<file path="src/rtl/axi_xbar_pkg.sv">
`default_nettype none

package axi_xbar_pkg;

    parameter int AXI_ADDR_W = 32;
    parameter int AXI_DATA_W = 64;
    parameter int AXI_STRB_W = AXI_DATA_W / 8;

    parameter logic [1:0] RESP_OKAY = 2'b00;

    // AR and AW share one layout
    typedef struct packed {
        logic [AXI_ADDR_W-1:0] addr;
        logic [2:0]            prot;
    } addr_chan_t;

    typedef struct packed {
        logic [AXI_DATA_W-1:0] data;
        logic [AXI_STRB_W-1:0] strb;
    } w_chan_t;

    typedef struct packed {
        logic [AXI_DATA_W-1:0] data;
        logic [1:0]            resp;
    } r_chan_t;

    typedef struct packed {
        logic [1:0] resp;
    } b_chan_t;

endpackage

`default_nettype wire

</file>
<file path="src/rtl/axi_crossbar.sv">
`timescale 1ns/1ps
`default_nettype none

module axi_crossbar #(
    parameter int MMIO_SEL_BIT = 29
) (
    input  wire                             clk,
    input  wire                             rst_i,
    // instruction fetch, read only
    input  wire                             if_ar_valid_i,
    output logic                            if_ar_ready_o,
    input  wire axi_xbar_pkg::addr_chan_t   if_ar_i,
    output logic                            if_r_valid_o,
    input  wire                             if_r_ready_i,
    output axi_xbar_pkg::r_chan_t           if_r_o,
    // load-store
    input  wire                             ls_ar_valid_i,
    output logic                            ls_ar_ready_o,
    input  wire axi_xbar_pkg::addr_chan_t   ls_ar_i,
    output logic                            ls_r_valid_o,
    input  wire                             ls_r_ready_i,
    output axi_xbar_pkg::r_chan_t           ls_r_o,
    input  wire                             ls_aw_valid_i,
    output logic                            ls_aw_ready_o,
    input  wire axi_xbar_pkg::addr_chan_t   ls_aw_i,
    input  wire                             ls_w_valid_i,
    output logic                            ls_w_ready_o,
    input  wire axi_xbar_pkg::w_chan_t      ls_w_i,
    output logic                            ls_b_valid_o,
    input  wire                             ls_b_ready_i,
    output axi_xbar_pkg::b_chan_t           ls_b_o,
    // main memory
    output logic                            mem_ar_valid_o,
    input  wire                             mem_ar_ready_i,
    output axi_xbar_pkg::addr_chan_t        mem_ar_o,
    input  wire                             mem_r_valid_i,
    output logic                            mem_r_ready_o,
    input  wire axi_xbar_pkg::r_chan_t      mem_r_i,
    output logic                            mem_aw_valid_o,
    input  wire                             mem_aw_ready_i,
    output axi_xbar_pkg::addr_chan_t        mem_aw_o,
    output logic                            mem_w_valid_o,
    input  wire                             mem_w_ready_i,
    output axi_xbar_pkg::w_chan_t           mem_w_o,
    input  wire                             mem_b_valid_i,
    output logic                            mem_b_ready_o,
    input  wire axi_xbar_pkg::b_chan_t      mem_b_i,
    // mmio
    output logic                            mmio_ar_valid_o,
    input  wire                             mmio_ar_ready_i,
    output axi_xbar_pkg::addr_chan_t        mmio_ar_o,
    input  wire                             mmio_r_valid_i,
    output logic                            mmio_r_ready_o,
    input  wire axi_xbar_pkg::r_chan_t      mmio_r_i,
    output logic                            mmio_aw_valid_o,
    input  wire                             mmio_aw_ready_i,
    output axi_xbar_pkg::addr_chan_t        mmio_aw_o,
    output logic                            mmio_w_valid_o,
    input  wire                             mmio_w_ready_i,
    output axi_xbar_pkg::w_chan_t           mmio_w_o,
    input  wire                             mmio_b_valid_i,
    output logic                            mmio_b_ready_o,
    input  wire axi_xbar_pkg::b_chan_t      mmio_b_i
);
    import axi_xbar_pkg::*;

    logic       ar_valid;   // merged read channel
    logic       ar_ready;
    addr_chan_t ar;
    logic       r_valid;
    logic       r_ready;
    r_chan_t    r;

    axi_read_arbiter i_read_arbiter (
        .clk           (clk),
        .rst_i         (rst_i),
        .if_ar_valid_i (if_ar_valid_i),
        .if_ar_ready_o (if_ar_ready_o),
        .if_ar_i       (if_ar_i),
        .if_r_valid_o  (if_r_valid_o),
        .if_r_ready_i  (if_r_ready_i),
        .if_r_o        (if_r_o),
        .ls_ar_valid_i (ls_ar_valid_i),
        .ls_ar_ready_o (ls_ar_ready_o),
        .ls_ar_i       (ls_ar_i),
        .ls_r_valid_o  (ls_r_valid_o),
        .ls_r_ready_i  (ls_r_ready_i),
        .ls_r_o        (ls_r_o),
        .ar_valid_o    (ar_valid),
        .ar_ready_i    (ar_ready),
        .ar_o          (ar),
        .r_valid_i     (r_valid),
        .r_ready_o     (r_ready),
        .r_i           (r)
    );

    axi_slave_router #(
        .MMIO_SEL_BIT (MMIO_SEL_BIT),
        .rsp_t        (r_chan_t)
    ) i_read_router (
        .clk              (clk),
        .rst_i            (rst_i),
        .req_valid_i      (ar_valid),
        .req_ready_o      (ar_ready),
        .req_i            (ar),
        .rsp_valid_o      (r_valid),
        .rsp_ready_i      (r_ready),
        .rsp_o            (r),
        .mem_req_valid_o  (mem_ar_valid_o),
        .mem_req_ready_i  (mem_ar_ready_i),
        .mem_req_o        (mem_ar_o),
        .mem_rsp_valid_i  (mem_r_valid_i),
        .mem_rsp_ready_o  (mem_r_ready_o),
        .mem_rsp_i        (mem_r_i),
        .mmio_req_valid_o (mmio_ar_valid_o),
        .mmio_req_ready_i (mmio_ar_ready_i),
        .mmio_req_o       (mmio_ar_o),
        .mmio_rsp_valid_i (mmio_r_valid_i),
        .mmio_rsp_ready_o (mmio_r_ready_o),
        .mmio_rsp_i       (mmio_r_i),
        .route_o          (),
        .locked_o         ()
    );

    axi_write_path #(
        .MMIO_SEL_BIT (MMIO_SEL_BIT)
    ) i_write_path (
        .clk             (clk),
        .rst_i           (rst_i),
        .aw_valid_i      (ls_aw_valid_i),
        .aw_ready_o      (ls_aw_ready_o),
        .aw_i            (ls_aw_i),
        .w_valid_i       (ls_w_valid_i),
        .w_ready_o       (ls_w_ready_o),
        .w_i             (ls_w_i),
        .b_valid_o       (ls_b_valid_o),
        .b_ready_i       (ls_b_ready_i),
        .b_o             (ls_b_o),
        .mem_aw_valid_o  (mem_aw_valid_o),
        .mem_aw_ready_i  (mem_aw_ready_i),
        .mem_aw_o        (mem_aw_o),
        .mem_w_valid_o   (mem_w_valid_o),
        .mem_w_ready_i   (mem_w_ready_i),
        .mem_w_o         (mem_w_o),
        .mem_b_valid_i   (mem_b_valid_i),
        .mem_b_ready_o   (mem_b_ready_o),
        .mem_b_i         (mem_b_i),
        .mmio_aw_valid_o (mmio_aw_valid_o),
        .mmio_aw_ready_i (mmio_aw_ready_i),
        .mmio_aw_o       (mmio_aw_o),
        .mmio_w_valid_o  (mmio_w_valid_o),
        .mmio_w_ready_i  (mmio_w_ready_i),
        .mmio_w_o        (mmio_w_o),
        .mmio_b_valid_i  (mmio_b_valid_i),
        .mmio_b_ready_o  (mmio_b_ready_o),
        .mmio_b_i        (mmio_b_i)
    );

endmodule

`default_nettype wire

</file>
<file path="src/rtl/axi_read_arbiter.sv">
`timescale 1ns/1ps
`default_nettype none

module axi_read_arbiter (
    input  wire                             clk,
    input  wire                             rst_i,
    input  wire                             if_ar_valid_i,
    output logic                            if_ar_ready_o,
    input  wire axi_xbar_pkg::addr_chan_t   if_ar_i,
    output logic                            if_r_valid_o,
    input  wire                             if_r_ready_i,
    output axi_xbar_pkg::r_chan_t           if_r_o,
    input  wire                             ls_ar_valid_i,
    output logic                            ls_ar_ready_o,
    input  wire axi_xbar_pkg::addr_chan_t   ls_ar_i,
    output logic                            ls_r_valid_o,
    input  wire                             ls_r_ready_i,
    output axi_xbar_pkg::r_chan_t           ls_r_o,
    output logic                            ar_valid_o,
    input  wire                             ar_ready_i,
    output axi_xbar_pkg::addr_chan_t        ar_o,
    input  wire                             r_valid_i,
    output logic                            r_ready_o,
    input  wire axi_xbar_pkg::r_chan_t      r_i
);
    import axi_xbar_pkg::*;

    logic [1:0] grant_q;    // one-hot {ls, if}, zero when idle
    logic       last_ls_q;  // ls won the last grant
    logic       ar_pend_q;  // granted AR not yet taken downstream
    addr_chan_t ar_q;
    logic       take;
    logic       pick_ls;
    logic       r_hs;

    assign take    = (grant_q == 2'b00) && (if_ar_valid_i || ls_ar_valid_i);
    assign pick_ls = ls_ar_valid_i && (!if_ar_valid_i || !last_ls_q); // tie goes to the other

    assign if_ar_ready_o = take && !pick_ls;
    assign ls_ar_ready_o = take && pick_ls;

    assign ar_valid_o = ar_pend_q;
    assign ar_o       = ar_q;

    assign r_ready_o = (grant_q[0] && if_r_ready_i) || (grant_q[1] && ls_r_ready_i);
    assign r_hs      = r_valid_i && r_ready_o;

    assign if_r_valid_o = r_valid_i && grant_q[0];
    assign ls_r_valid_o = r_valid_i && grant_q[1];
    assign if_r_o       = r_i;
    assign ls_r_o       = r_i;

    always_ff @(posedge clk) begin
        if (rst_i) begin
            grant_q   <= 2'b00;
            last_ls_q <= 1'b0;
            ar_pend_q <= 1'b0;
        end else if (take) begin
            grant_q   <= pick_ls ? 2'b10 : 2'b01;
            last_ls_q <= pick_ls;
            ar_pend_q <= 1'b1;
        end else begin
            if (ar_valid_o && ar_ready_i)
                ar_pend_q <= 1'b0;
            if (r_hs)
                grant_q <= 2'b00; // free again next cycle
        end
    end

    always_ff @(posedge clk) begin
        if (take)
            ar_q <= pick_ls ? ls_ar_i : if_ar_i;
    end

    a_grant_hold: assert property (@(posedge clk) disable iff (rst_i)
        (grant_q != 2'b00 && !r_hs) |=> $stable(grant_q));

endmodule

`default_nettype wire

</file>
<file path="src/rtl/axi_slave_router.sv">
`timescale 1ns/1ps
`default_nettype none

module axi_slave_router #(
    parameter int  MMIO_SEL_BIT = 29,
    parameter type rsp_t        = axi_xbar_pkg::r_chan_t
) (
    input  wire                             clk,
    input  wire                             rst_i,

    // upstream
    input  wire                             req_valid_i,
    output logic                            req_ready_o,
    input  wire axi_xbar_pkg::addr_chan_t   req_i,
    output logic                            rsp_valid_o,
    input  wire                             rsp_ready_i,
    output rsp_t                            rsp_o,

    // main memory
    output logic                            mem_req_valid_o,
    input  wire                             mem_req_ready_i,
    output axi_xbar_pkg::addr_chan_t        mem_req_o,
    input  wire                             mem_rsp_valid_i,
    output logic                            mem_rsp_ready_o,
    input  wire rsp_t                       mem_rsp_i,

    // peripheral space
    output logic                            mmio_req_valid_o,
    input  wire                             mmio_req_ready_i,
    output axi_xbar_pkg::addr_chan_t        mmio_req_o,
    input  wire                             mmio_rsp_valid_i,
    output logic                            mmio_rsp_ready_o,
    input  wire rsp_t                       mmio_rsp_i,

    output logic                            route_o,
    output logic                            locked_o
);

    logic locked_q;
    logic route_q;  // 1 = mmio
    logic sel;
    logic req_hs;
    logic rsp_hs;

    assign sel = req_i.addr[MMIO_SEL_BIT];

    // address path, same cycle
    assign mem_req_valid_o  = req_valid_i && !locked_q && !sel;
    assign mmio_req_valid_o = req_valid_i && !locked_q && sel;
    assign mem_req_o        = req_i;
    assign mmio_req_o       = req_i;

    assign req_ready_o = !locked_q && (sel ? mmio_req_ready_i : mem_req_ready_i);
    assign req_hs      = req_valid_i && req_ready_o;

    // response only from the locked slave
    assign rsp_valid_o = locked_q && (route_q ? mmio_rsp_valid_i : mem_rsp_valid_i);
    assign rsp_o       = route_q ? mmio_rsp_i : mem_rsp_i;

    assign mem_rsp_ready_o  = locked_q && !route_q && rsp_ready_i;
    assign mmio_rsp_ready_o = locked_q && route_q && rsp_ready_i;
    assign rsp_hs           = rsp_valid_o && rsp_ready_i;

    assign route_o  = route_q;
    assign locked_o = locked_q;

    always_ff @(posedge clk) begin
        if (rst_i) begin
            locked_q <= 1'b0;
            route_q  <= 1'b0;
        end else if (req_hs) begin
            locked_q <= 1'b1;
            route_q  <= sel;
        end else if (rsp_hs) begin
            locked_q <= 1'b0;
        end
    end

    // one transaction in flight
    a_no_second_req: assert property (@(posedge clk) disable iff (rst_i)
        req_hs |=> !req_ready_o);

    a_no_rsp_unlocked: assert property (@(posedge clk) disable iff (rst_i)
        rsp_hs |=> !rsp_valid_o);

endmodule

`default_nettype wire

</file>
<file path="src/rtl/axi_write_path.sv">
`timescale 1ns/1ps
`default_nettype none

module axi_write_path #(
    parameter int MMIO_SEL_BIT = 29
) (
    input  wire                             clk,
    input  wire                             rst_i,
    input  wire                             aw_valid_i,
    output logic                            aw_ready_o,
    input  wire axi_xbar_pkg::addr_chan_t   aw_i,
    input  wire                             w_valid_i,
    output logic                            w_ready_o,
    input  wire axi_xbar_pkg::w_chan_t      w_i,
    output logic                            b_valid_o,
    input  wire                             b_ready_i,
    output axi_xbar_pkg::b_chan_t           b_o,
    output logic                            mem_aw_valid_o,
    input  wire                             mem_aw_ready_i,
    output axi_xbar_pkg::addr_chan_t        mem_aw_o,
    output logic                            mem_w_valid_o,
    input  wire                             mem_w_ready_i,
    output axi_xbar_pkg::w_chan_t           mem_w_o,
    input  wire                             mem_b_valid_i,
    output logic                            mem_b_ready_o,
    input  wire axi_xbar_pkg::b_chan_t      mem_b_i,
    output logic                            mmio_aw_valid_o,
    input  wire                             mmio_aw_ready_i,
    output axi_xbar_pkg::addr_chan_t        mmio_aw_o,
    output logic                            mmio_w_valid_o,
    input  wire                             mmio_w_ready_i,
    output axi_xbar_pkg::w_chan_t           mmio_w_o,
    input  wire                             mmio_b_valid_i,
    output logic                            mmio_b_ready_o,
    input  wire axi_xbar_pkg::b_chan_t      mmio_b_i
);

    logic route;
    logic locked;
    logic w_pend_q; // address taken, data not yet
    logic aw_hs;
    logic w_hs;

    axi_slave_router #(
        .MMIO_SEL_BIT (MMIO_SEL_BIT),
        .rsp_t        (axi_xbar_pkg::b_chan_t)
    ) i_aw_router (
        .clk              (clk),
        .rst_i            (rst_i),
        .req_valid_i      (aw_valid_i),
        .req_ready_o      (aw_ready_o),
        .req_i            (aw_i),
        .rsp_valid_o      (b_valid_o),
        .rsp_ready_i      (b_ready_i),
        .rsp_o            (b_o),
        .mem_req_valid_o  (mem_aw_valid_o),
        .mem_req_ready_i  (mem_aw_ready_i),
        .mem_req_o        (mem_aw_o),
        .mem_rsp_valid_i  (mem_b_valid_i),
        .mem_rsp_ready_o  (mem_b_ready_o),
        .mem_rsp_i        (mem_b_i),
        .mmio_req_valid_o (mmio_aw_valid_o),
        .mmio_req_ready_i (mmio_aw_ready_i),
        .mmio_req_o       (mmio_aw_o),
        .mmio_rsp_valid_i (mmio_b_valid_i),
        .mmio_rsp_ready_o (mmio_b_ready_o),
        .mmio_rsp_i       (mmio_b_i),
        .route_o          (route),
        .locked_o         (locked)
    );

    assign aw_hs = aw_valid_i && aw_ready_o;
    assign w_hs  = w_valid_i && w_ready_o;

    assign mem_w_valid_o  = w_pend_q && !route && w_valid_i;
    assign mmio_w_valid_o = w_pend_q && route && w_valid_i;
    assign mem_w_o        = w_i;
    assign mmio_w_o       = w_i;
    assign w_ready_o      = w_pend_q && (route ? mmio_w_ready_i : mem_w_ready_i);

    always_ff @(posedge clk) begin
        if (rst_i)
            w_pend_q <= 1'b0;
        else if (aw_hs)
            w_pend_q <= 1'b1;
        else if (w_hs)
            w_pend_q <= 1'b0;
    end

    a_w_needs_aw: assert property (@(posedge clk) disable iff (rst_i)
        (mem_w_valid_o || mmio_w_valid_o) |-> locked);

endmodule

`default_nettype wire

</file>
<file path="config.mk">
export PLATFORM = sky130hd
export DESIGN_NAME = axi_crossbar
export DESIGN_NICKNAME = d
export VERILOG_FILES = /design/src/rtl/axi_xbar_pkg.sv /design/src/rtl/axi_crossbar.sv /design/src/rtl/axi_read_arbiter.sv /design/src/rtl/axi_slave_router.sv /design/src/rtl/axi_write_path.sv
export SDC_FILE = /design/constraint.sdc
export NUM_CORES = 1
export LEC_CHECK = 0
export BUFFER_PORTS_ARGS = -buffer_cell sky130_fd_sc_hd__clkbuf_2
export CAP_MARGIN = 30
export CORE_AREA = 2 2 298 300
export CTS_BUF_LIST = sky130_fd_sc_hd__clkbuf_4 sky130_fd_sc_hd__clkbuf_8
export CTS_CLUSTER_SIZE = 16
export DETAILED_ROUTE_END_ITERATION = 6
export DIE_AREA = 0 0 300 302
export PLACE_DENSITY_LB_ADDON = 0.3
export SLEW_MARGIN = 15
export SYNTH_ARGS = -nofsm -noshare
export SYNTH_HDL_FRONTEND = slang
export SYNTH_SLANG_ARGS = --single-unit
</file>
<file path="constraint.sdc">
create_clock -name clk -period 2.11 [get_ports clk]
set_clock_uncertainty 0.2 [all_clocks]
set_input_delay 0.422 -clock clk [delete_from_list [all_inputs] [get_ports clk]]
set_output_delay 0.422 -clock clk [all_outputs]
set_load 0.02 [all_outputs]
</file>
== Word level (Yosys, flattened, before mapping) ==
Cells that the tools add are included.

* Register bits after elaboration: 44
* Input bits: 332
* Output and inout port bits: 435
* Word-level logic and storage cells: 83

* Muxes and demuxes: 19
* Reduce and logical (&&, ||, !) cells: 54

{| class="wikitable"
|+ Operators with widths
! kind !! count
|-
| 66-bit two-way mux || 1
|-
| 1-bit logical AND || 36
|-
| 35-bit two-way mux || 1
|-
| 1-bit two-way mux || 13
|-
| 2-bit nonzero test || 5
|-
| 1-bit logical NOT || 9
|-
| 2-bit two-way mux || 4
|-
| 1-bit logical OR || 3
|-
| 2-bit logical NOT || 1
|}

== Depth between registers and ports, before layout ==
Gate-level depths: netlist (run 1).

* Depth after elaboration: 5
* Depth in mapped cells: 5
* Mapped depth without buffers: 3

== Cells and area by module ==
Synthesis (run 1) repeated with hierarchy kept, for this count alone.

* Cells, all modules: 640
* Area total of the unflattened synthesis: 6177.2 um^2

{| class="wikitable"
|+ By module, submodules not included
! module !! times used !! cells each !! area an instance (um^2) !! seq. area each (um^2)
|-
| axi_read_arbiter || 1 || 232 || 2812.7 || 1131.1
|-
| axi_slave_router at i_read_router || 1 || 163 || 1486.4 || 40.0
|-
| axi_write_path || 1 || 153 || 1162.4 || 20.0
|-
| axi_slave_router at i_write_path.i_aw_router || 1 || 92 || 715.7 || 40.0
|}

== Least setup slack after synthesis (run 1) ==
No wires, ideal clock.

* Kind: register -> register
* From: register i_read_arbiter.grant_q[1]
* To: register i_read_arbiter.ar_q (netlist bit i_read_arbiter.ar_o[0]) (enable)
* Library setup time: 0.395 ns
* Arrival: 1.367 ns
* Data required time: 1.515 ns
* Setup slack: 0.148 ns
* Cell stages (with the launch flop): 3
* Buffers on the path: 0
* Clock period less this slack: 1.962 ns
* Path through: dfxtp_1 nor2_1 o21a_1

* Cells in the longest elaborated chain, start to end: 2

{| class="wikitable"
|+ RTL lines
! item !! RTL line !! RTL
|-
| from (decl) || axi_read_arbiter.sv:28 || <nowiki>logic [1:0] grant_q;</nowiki>
|-
| from (signal assigned) || axi_read_arbiter.sv:59 || <nowiki>grant_q <= pick_ls ? 2'b10 : 2'b01;</nowiki>
|-
| 2-bit logical NOT || axi_read_arbiter.sv:36 || <nowiki>assign take = (grant_q == 2'b00) && (if_ar_valid_i || ls_ar_valid_i);</nowiki>
|-
| 1-bit logical AND || axi_read_arbiter.sv:36 ||
|-
| via i_read_arbiter.take || axi_read_arbiter.sv:32 || <nowiki>logic take;</nowiki>
|-
| to (signal assigned) || axi_read_arbiter.sv:72 || <nowiki>ar_q <= pick_ls ? ls_ar_i : if_ar_i;</nowiki>
|-
| to (decl) || axi_read_arbiter.sv:31 || <nowiki>addr_chan_t ar_q;</nowiki>
|}

The timed path passes the listed nets, and every way through them passes these cells.
A chain may end at the register's enable or synchronous reset.

==> flow_metrics.py, run 1 <==
metrics = {
    "logic_synthesis": {
        "ys_seq_area_frac": 0.236,
        "yosysTopAreaCell": "buf_4",
        "synth_top_area_frac": 0.458,
        "synth_seq_cells": 44,
        "avgSynthCellArea_um2": 9.70,
        "yosysWarnings": 0,
        "syn_area_um2": 5220,
        "synth_cell_types": 30,
        "synth_area_leaders": "buf_4 46%, mux2_2 22%, edfxtp_1 20%",
        "syn_inst": 538,
        "synth_nets": 870,
    },
    "clock_network": {
        "clk_path_buf_depth": 2,
        "cts.clk_slew.worst_paths_ns": 0.10,
        "htree_levels": 2,
        "numCtsBuffers": 5,
        "clock_latency_ns": 0.32,
        "cts-root-buf": "clkbuf_8",
        "clock-sinks": 44,
        "postCtsHoldBufs": 0,
        "cts_tree": "yes",
    },
    "worst_setup_path": {
        "startpoint": "i_read_router.route_o",
        "end_kind": "primary output",
        "worstPathRequired_ns": 1.49,
        "reg2reg_from": "i_read_router.route_o",
        "cp-start-kind": "flip-flop",
        "critPathArrivalTime_ns": 1.60,
        "crit_fanout": 10,
        "setup.worst_path.class": "reg2out",
    },
    "sta": {
        "fin_ws_ns": -0.113,
        "setup-tns-final_ns": -8.52,
        "hold-worst-slack_ns": 0.192,
        "tightest_slew_ns": 0.553,
        "slew_viol_final": 0,
        "hold_viol_final": 0,
        "slew_headroom": 0.630,
        "fin_crit_sh": 1.05,
        "max_freq_mhz": 450,
        "finalSetupViolCount": 136,
        "final.min_clock_period_ns": 2.22,
        "rsz0062_at_grt": "yes",
    },
    "cells_and_area": {
        "final_common_cell": "clkbuf_2",
        "multiInputGateArea_um2": 1690,
        "nFillCells": 10151,
        "seqCellArea_um2": 1240,
        "area_growth_pct": 46.4,
        "drive_gt1_frac": 0.876,
        "final_core_util": 0.0872,
        "final_cell_mix": "328 x clkbuf_2, 71 x mux2_2, 61 x buf_2",
        "design_area_um2": 7640,
        "layout.nets": 1023,
    },
    "detailed_routing": {
        "drc": 0,
        "detail_route.iter0.violations": 126,
        "antenna_left": 0,
        "vias_per_cell": 2.26,
        "firstDrtPassIters": 4,
        "detail_route.wl_per_cell_um": 11.6,
        "drt-total-wl_um": 21600,
        "vias": 4202,
    },
    "place": {
        "gp_congestion": 0.747,
        "placed_area_um2": 6600,
        "dp_hpwl_um": 17500,
        "io_buffers": 448,
    },
    "global_routing": {
        "grt_max_degree": 27,
        "grt_overflow": 0,
        "grt_pass1_wl_um": 26100,
        "grt_pass1_vias": 4178,
        "antenna_found_initial": 4,
        "track_usage": 0.0408,
    },
    "pwr": {
        "p_leak_nw": 3.33,
        "p_sw_frac": 0.393,
        "switchingPower_mw": 1.44,
        "ir_worst_vdd_v": 0.000254,
        "power_mw": 3.68,
        "powerDensity_nw_per_um2": 482,
        "pwr-share-seq": 0.315,
        "p_clk_frac": 0.196,
        "power.internal_mw": 2.23,
        "pwr-share-comb": 0.488,
    },
    "min_path": {
        "holdCritPathClass": "in2reg",
        "min-delay-start": "ls_ar_i[23]",
    },
    "die": {
        "start_util": 0.0596,
        "die_h_um": 302,
        "die-width_um": 300,
        "fp.dieArea_um2": 90600,
        "io_pins": 767,
        "core_region_area_um2": 87600,
        "rows": 109,
    },
    "run_status": {
        "status": "finished with violations",
        "violations": "setup timing",
    },
    "run": {
        "drv_cap": 0,
    },
}
==> worst max-delay path, stage by stage, from the launching register on <==
cell	delay (ns)
dfxtp_4	0.37
buf_12	0.15
buf_12	0.17
mux2_2	0.38
buf_2	0.18
==> timing repair <==
action | CTS | global route
pin swaps | 1 | 4
resized for setup | 80 | 210
setup buffers | 7 | 7
endpoints found under the setup margin | 136 | 138
gates cloned | 2 | 2
endpoints found under the hold margin | 0 | 0
==> layer usage <==
metal / part of all wire / track usage / up-vias
met5: 0 / 0.00155 / -
met4: 0.054 / 0.0286 / 0
met3: 0.17 / 0.0284 / 56
met2: 0.48 / 0.0693 / 508
met1: 0.30 / 0.0335 / 1870
li1: - / - / 1768
==> path summary, 6_finish.rpt <==
path / slack, ns / depth (start not counted) / endpoint
setup / recovery: -0.11 / 4 / if_r_o[6]
hold / removal: 0.19 / 2 / i_read_arbiter.ar_o[23]
setup reg to reg: 0.31 / 6 / i_read_router.route_o
hold reg to reg: 0.31 / 2 / i_read_router.locked_o
==> cell usage after synthesis, drive strengths merged <==
cell type	instances
a2111oi	1
a21boi	2
a21oi	7
a22oi	2
and2	3
and3	2
buf	329
dfxtp	9
edfxtp	35
inv	6
mux2	104
mux2i	4
nand2	4
nand2b	1
nor2	9
nor2b	6
nor3	1
nor3b	1
o21a	1
o21ai	4
o21ba	1
o31ai	2
or2	2
or3	1
or3b	1
==> layout make-up <==
cell class	count	area share
well taps	1165	0.191
flip-flops and latches	44	0.163
multi-input cells	159	0.222
clock buffers	5	0.00901
clock inverters	3	0.00606
inverters	6	0.00295
diodes	3	0.000983
repair buffers	475	0.405
==> registers in the layout, indices dropped and copies added (netlist names) <==
signal                             flops
i_read_arbiter.ar_valid_o              1
i_read_arbiter.last_ls_q               1
i_write_path.w_pend_q                  1
i_write_path.i_aw_router.route_o       1
i_read_router.route_o                  1
i_read_arbiter.ar_o                   35
i_write_path.i_aw_router.locked_o      1
i_read_arbiter.grant_q                 2
i_read_router.locked_o                 1
==> power groups by stage <==
stage               registers, mW  clock network [mW]  logic, mW
floorplan                    1.26                   0       1.58
global placement             1.18                   0       1.57
detailed placement           1.18                   0       1.55
CTS                          1.16               0.787       1.68
global route                 1.17               0.803       1.90
finish                       1.16               0.723       1.80
==> logic make-up (layout without fill, tap and decap cells) <==
family                 after synthesis  in the layout  synth area share
and+or+nand+nor                     31             31            0.0314
muxes                              108            108             0.232
AOI/OAI and AO/OA                   20             20            0.0245
buffers and inverters              335            489             0.476
DFF                                 44             44             0.236
other                                0              3                 0
==> stage by stage <==
step,cells,setup WS (ns)
5_1_grt,1860,-0.181
3_3_place_gp,1831,0.113
3_5_place_dp,1831,0.114
4_1_cts,1848,-0.164
6_report,1860,-0.113
2_1_floorplan,538,0.148
Note: power is estimated with default switching activity, not from simulation.
==> inputs of run 2 (changes only) <==
--- a/config.mk
+++ b/config.mk
@@ -7,11 +7,11 @@
 export LEC_CHECK = 0
 export BUFFER_PORTS_ARGS = -buffer_cell sky130_fd_sc_hd__clkbuf_2
 export CAP_MARGIN = 30
-export CORE_AREA = 2 2 298 300
+export CORE_AREA = 2 2 296 298
 export CTS_BUF_LIST = sky130_fd_sc_hd__clkbuf_4 sky130_fd_sc_hd__clkbuf_8
 export CTS_CLUSTER_SIZE = 16
 export DETAILED_ROUTE_END_ITERATION = 6
-export DIE_AREA = 0 0 300 302
+export DIE_AREA = 0 0 298 300
 export PLACE_DENSITY_LB_ADDON = 0.3
 export SLEW_MARGIN = 15
 export SYNTH_ARGS = -nofsm -noshare
==> constraint.sdc (replaced) <==
create_clock -name clk -period 2.7 [get_ports clk]
set_clock_uncertainty 0.2 [all_clocks]
set_input_delay 0.54 -clock clk [delete_from_list [all_inputs] [get_ports clk]]
set_output_delay 0.54 -clock clk [all_outputs]
set_load 0.02 [all_outputs]
==> flow_metrics.py, run 2 (same netlist as run 1, synthesis figures left out) <==
metrics = {
    "run_status": {
        "status": "finished clean",
    },
    "cells_and_area": {
        "area_growth_pct": 28.3,
        "largest_reg_flops": 35,
        "layout.nets": 1010,
        "final_core_util": 0.0776,
        "final_cell_mix": "448 x clkbuf_2, 104 x mux2_2, 35 x edfxtp_1",
        "drive_gt1_frac": 0.853,
        "final_common_cell": "clkbuf_2",
        "n_antenna_cell": 0,
    },
    "detailed_routing": {
        "antenna_left": 0,
        "vias_per_cell": 2.24,
        "drt-total-wl_um": 22700,
        "detail_route.wl_per_cell_um": 12.4,
        "vias": 4106,
        "drc": 0,
        "firstDrtPassIters": 4,
        "detail_route.iter0.violations": 150,
    },
    "die": {
        "start_util": 0.0605,
        "fp.dieArea_um2": 89400,
        "die_h_um": 300,
        "die-width_um": 298,
        "core_region_area_um2": 86200,
        "rows": 108,
        "io_pins": 767,
    },
    "sta": {
        "rsz0062_at_grt": "no",
        "hold_viol_final": 0,
        "tightest_slew_ns": 0.547,
        "hold-worst-slack_ns": 0.298,
        "slew_headroom": 0.635,
        "slew_viol_final": 0,
        "finalSetupViolCount": 0,
        "fin_crit_sh": 0.887,
        "setup-tns-final_ns": 0,
        "max_freq_mhz": 418,
        "final.min_clock_period_ns": 2.40,
    },
    "place": {
        "gp_congestion": 0.938,
        "io_buffers": 448,
        "dp_hpwl_um": 20200,
    },
    "clock_network": {
        "postCtsHoldBufs": 0,
        "numCtsBuffers": 5,
        "clock_latency_ns": 0.34,
        "cts-root-buf": "clkbuf_8",
        "clk_path_buf_depth": 2,
        "cts.clk_slew.worst_paths_ns": 0.11,
        "clock-sinks": 44,
        "htree_levels": 2,
        "cts_tree": "yes",
    },
    "pwr": {
        "pwr-share-comb": 0.467,
        "power.internal_mw": 1.49,
        "switchingPower_mw": 1.08,
        "p_leak_nw": 2.95,
        "p_clk_frac": 0.180,
        "power_mw": 2.58,
        "powerDensity_nw_per_um2": 385,
        "pwr-share-seq": 0.353,
        "p_sw_frac": 0.421,
        "ir_worst_vdd_v": 0.000172,
    },
    "worst_setup_path": {
        "crit_top_cell": "buf_12",
        "crit_buf_inv": 3,
        "slowest_delay_ns": 0.37,
        "critPathArrivalTime_ns": 1.66,
        "r2r_slack_ns": 0.90,
        "end_kind": "primary output",
        "worstPathRequired_ns": 1.96,
        "crit_fanout": 31,
        "crit_slowest_cell": "dfxtp_4",
        "crit_family": "buffers and inverters",
        "cp-start-kind": "flip-flop",
        "setup.worst_path.class": "reg2out",
        "worstPathCellList": "buf_12 -> buf_12 -> mux2_2 -> clkbuf_2",
    },
    "global_routing": {
        "grt_max_degree": 32,
        "grt_pass1_vias": 4284,
        "antenna_found_initial": 6,
        "grt_overflow": 0,
        "track_usage": 0.0467,
        "grt_pass1_wl_um": 29300,
    },
    "min_path": {
        "holdCritPathClass": "in2reg",
    },
    "run": {
        "drv_cap": 0,
    },
}
## run 2: changes by cell type in the layout (fill, tap and decap cells not counted), sizes merged
cell      before  now
bufinv         1    0
inv            7    6
buf          137   14
clkinv         0    3
diode          3    0
clkbuf       343  453
clkinvlp       1    0
## run 2: power groups by stage
stage,Sequential [mW],Clock [mW],Combinational [mW]
floorplan,0.983,0,1.23
global placement,0.933,0,1.21
detailed placement,0.933,0,1.21
CTS,0.922,0.513,1.21
global route,0.922,0.531,1.28
finish,0.908,0.464,1.20
## run 2: worst paths after layout
kind / startpoint / end / cells past startpoint
hold reg to reg: i_read_router.locked_o / i_read_router.locked_o / 2
setup / recovery: i_read_router.route_o / ls_r_o[20] / 4
hold / removal: ls_ar_i[0] / i_read_arbiter.ar_o[0] / 2
setup reg to reg: i_read_arbiter.grant_q[1] / i_read_arbiter.ar_o[29] / 3
## run 2: worst register-to-register path, stage by stage, from the launching register on
cell,delay [ns]
dfxtp_1,0.36
nor2_1,0.23
o21a_2,0.45
buf_12,0.24
## run 2: cell type report
cell class / instances / area [um^2]
clock buffers: 5 / 68.8
clock inverters: 3 / 18.8
fillers: 10133 / 79500
inverters: 6 / 22.5
multi-input cells: 159 / 1520
flip-flops and latches: 44 / 1230
well taps: 1155 / 1450
repair buffers: 462 / 2380
## run 2: repair_timing
action / CTS / global route
endpoints found under the setup margin: 0 / 2
resized for setup: 0 / 0
setup buffers: 0 / 4
## run 2: through the flow
stage / std cells / instance area (um^2) / setup WS [ns]
floorplan: 538 / 5220 / 0.699
global placement: 1822 / 6560 / 0.412
detailed placement: 1822 / 6560 / 0.424
CTS: 1830 / 6650 / 0.0481
global route: 1834 / 6690 / 0.224
finish: 1834 / 6690 / 0.305
## run 2: per-layer routing
layer,part of all wire,track usage
met2,0.46,0.0780
met1,0.31,0.0396
met4,0.035,0.0211
met3,0.19,0.0392
met5,0.0012,0
==> inputs of run 3 (changes only) <==
--- a/config.mk
+++ b/config.mk
@@ -8,7 +8,6 @@
 export BUFFER_PORTS_ARGS = -buffer_cell sky130_fd_sc_hd__clkbuf_2
 export CAP_MARGIN = 30
 export CORE_AREA = 2 2 296 298
-export CTS_BUF_LIST = sky130_fd_sc_hd__clkbuf_4 sky130_fd_sc_hd__clkbuf_8
 export CTS_CLUSTER_SIZE = 16
 export DETAILED_ROUTE_END_ITERATION = 6
 export DIE_AREA = 0 0 298 300
==> flow_metrics.py, run 3 (same netlist as run 1, synthesis figures left out) <==
metrics = {
    "run_status": {
        "status": "finished clean",
    },
    "cells_and_area": {
        "final_cell_mix": "448 x clkbuf_2, 104 x mux2_2, 35 x edfxtp_1",
        "n_antenna_cell": 0,
        "multiInputGateArea_um2": 1520,
        "seqCellArea_um2": 1230,
        "nFillCells": 10127,
        "area_growth_pct": 28.5,
        "design_area_um2": 6700,
        "layout.nets": 1006,
        "final_common_cell": "clkbuf_2",
        "largest_reg_flops": 35,
        "drive_gt1_frac": 0.852,
    },
    "clock_network": {
        "clk_path_buf_depth": 2,
        "cts-root-buf": "clkbuf_16",
        "cts-resized-gates": 0,
        "numCtsBuffers": 5,
        "clock_latency_ns": 0.31,
        "postCtsHoldBufs": 0,
        "cts_setup_buffers": 0,
        "clock-sinks": 44,
        "htree_levels": 2,
        "cts_tree": "yes",
        "cts.clk_slew.worst_paths_ns": 0.07,
    },
    "detailed_routing": {
        "drc": 0,
        "detail_route.iter0.violations": 149,
        "detail_route.wl_per_cell_um": 12.4,
        "vias_per_cell": 2.25,
        "firstDrtPassIters": 4,
        "antenna_left": 0,
        "vias": 4125,
        "drt-total-wl_um": 22700,
    },
    "sta": {
        "setup-tns-final_ns": 0,
        "hold_viol_final": 0,
        "fin_crit_sh": 0.944,
        "rsz0062_at_grt": "no",
        "max_freq_mhz": 392,
        "slew_headroom": 0.631,
        "tightest_slew_ns": 0.554,
        "slew_viol_final": 0,
        "fin_ws_ns": 0.151,
        "final.min_clock_period_ns": 2.55,
        "finalSetupViolCount": 0,
        "hold-worst-slack_ns": 0.302,
    },
    "worst_setup_path": {
        "r2r_slack_ns": 0.90,
        "cp-start-kind": "flip-flop",
        "crit_fanout": 31,
        "r2r_end": "i_read_arbiter.ar_o[29]",
        "r2r.worst_path.cells": 3,
        "critPathArrivalTime_ns": 1.81,
        "reg2reg_from": "i_read_arbiter.grant_q[1]",
        "setup.worst_path.class": "reg2out",
        "end_kind": "primary output",
        "worstPathRequired_ns": 1.96,
    },
    "min_path": {
        "min-delay-start": "i_read_router.locked_o",
        "hold_path_end": "i_read_router.locked_o",
        "hold_depth": 2,
        "holdCritPathClass": "reg2reg",
    },
    "global_routing": {
        "track_usage": 0.0467,
        "grt_pass1_vias": 4285,
        "grt_max_degree": 32,
        "grt_pass1_wl_um": 29300,
        "antenna_found_initial": 6,
        "grt_overflow": 0,
    },
    "pwr": {
        "p_leak_nw": 2.95,
        "power_mw": 2.75,
        "powerDensity_nw_per_um2": 410,
        "ir_worst_vdd_v": 0.000212,
    },
    "place": {
        "io_buffers": 448,
        "gp_congestion": 0.938,
        "pre_cts_ws_ns": 0.424,
        "placed_area_um2": 6560,
        "dp_hpwl_um": 20200,
    },
    "die": {
        "die-width_um": 298,
        "die_h_um": 300,
        "core_region_area_um2": 86200,
        "rows": 108,
        "start_util": 0.0605,
        "io_pins": 767,
        "fp.dieArea_um2": 89400,
    },
    "run": {
        "drv_cap": 0,
    },
}
run 3: cell count changes in the layout (fill, tap and decap cells not counted), sizes merged:
cell	delta
buf	-4
run 3: worst max path at each step:
stage / from / to / cells after the start
floorplan: if_ar_valid_i / i_read_arbiter.ar_o[0] / 1
global placement: if_ar_valid_i / if_ar_ready_o / 5
detailed placement: if_ar_valid_i / if_ar_ready_o / 5
CTS: i_read_router.route_o / if_r_o[26] / 3
global route: i_read_router.route_o / if_r_valid_o / 4
finish: i_read_router.route_o / ls_r_o[20] / 3
run 3: stage by stage:
step | utilization | cells
5_1_grt | 0.0778 | 1830
4_1_cts | 0.0778 | 1830
6_report | 0.0778 | 1830
3_3_place_gp | 0.0761 | 1822
3_5_place_dp | 0.0761 | 1822
2_1_floorplan | - | 538
run 3: per-layer routing:
layer,vias up,share of wire,track usage
met5,-,0.0012,0
met3,37,0.19,0.0392
li1,1734,-,-
met2,522,0.46,0.0780
met4,4,0.035,0.0211
met1,1828,0.31,0.0396
run 3: area by class of cell:
cell class	instances	area share
tap	1155	0.216
clock inverter	3	0.00280
clock buffer	5	0.0187
multi-input combinational	159	0.226
sequential	44	0.184
timing repair buffer	458	0.349
inverter	6	0.00336
run 3: power breakdown:
group          leakage (nW)  internal (mW)  switching, mW
Clock                0.0736          0.343          0.302
Combinational          2.46          0.467          0.724
Sequential            0.417          0.840         0.0763
run 3: worst max-delay path, cell delays in order, from the launching register on:
cell and delay, ns:
dfxtp_4 0.62, buf_12 0.27, mux2_2 0.37, clkbuf_2 0.21
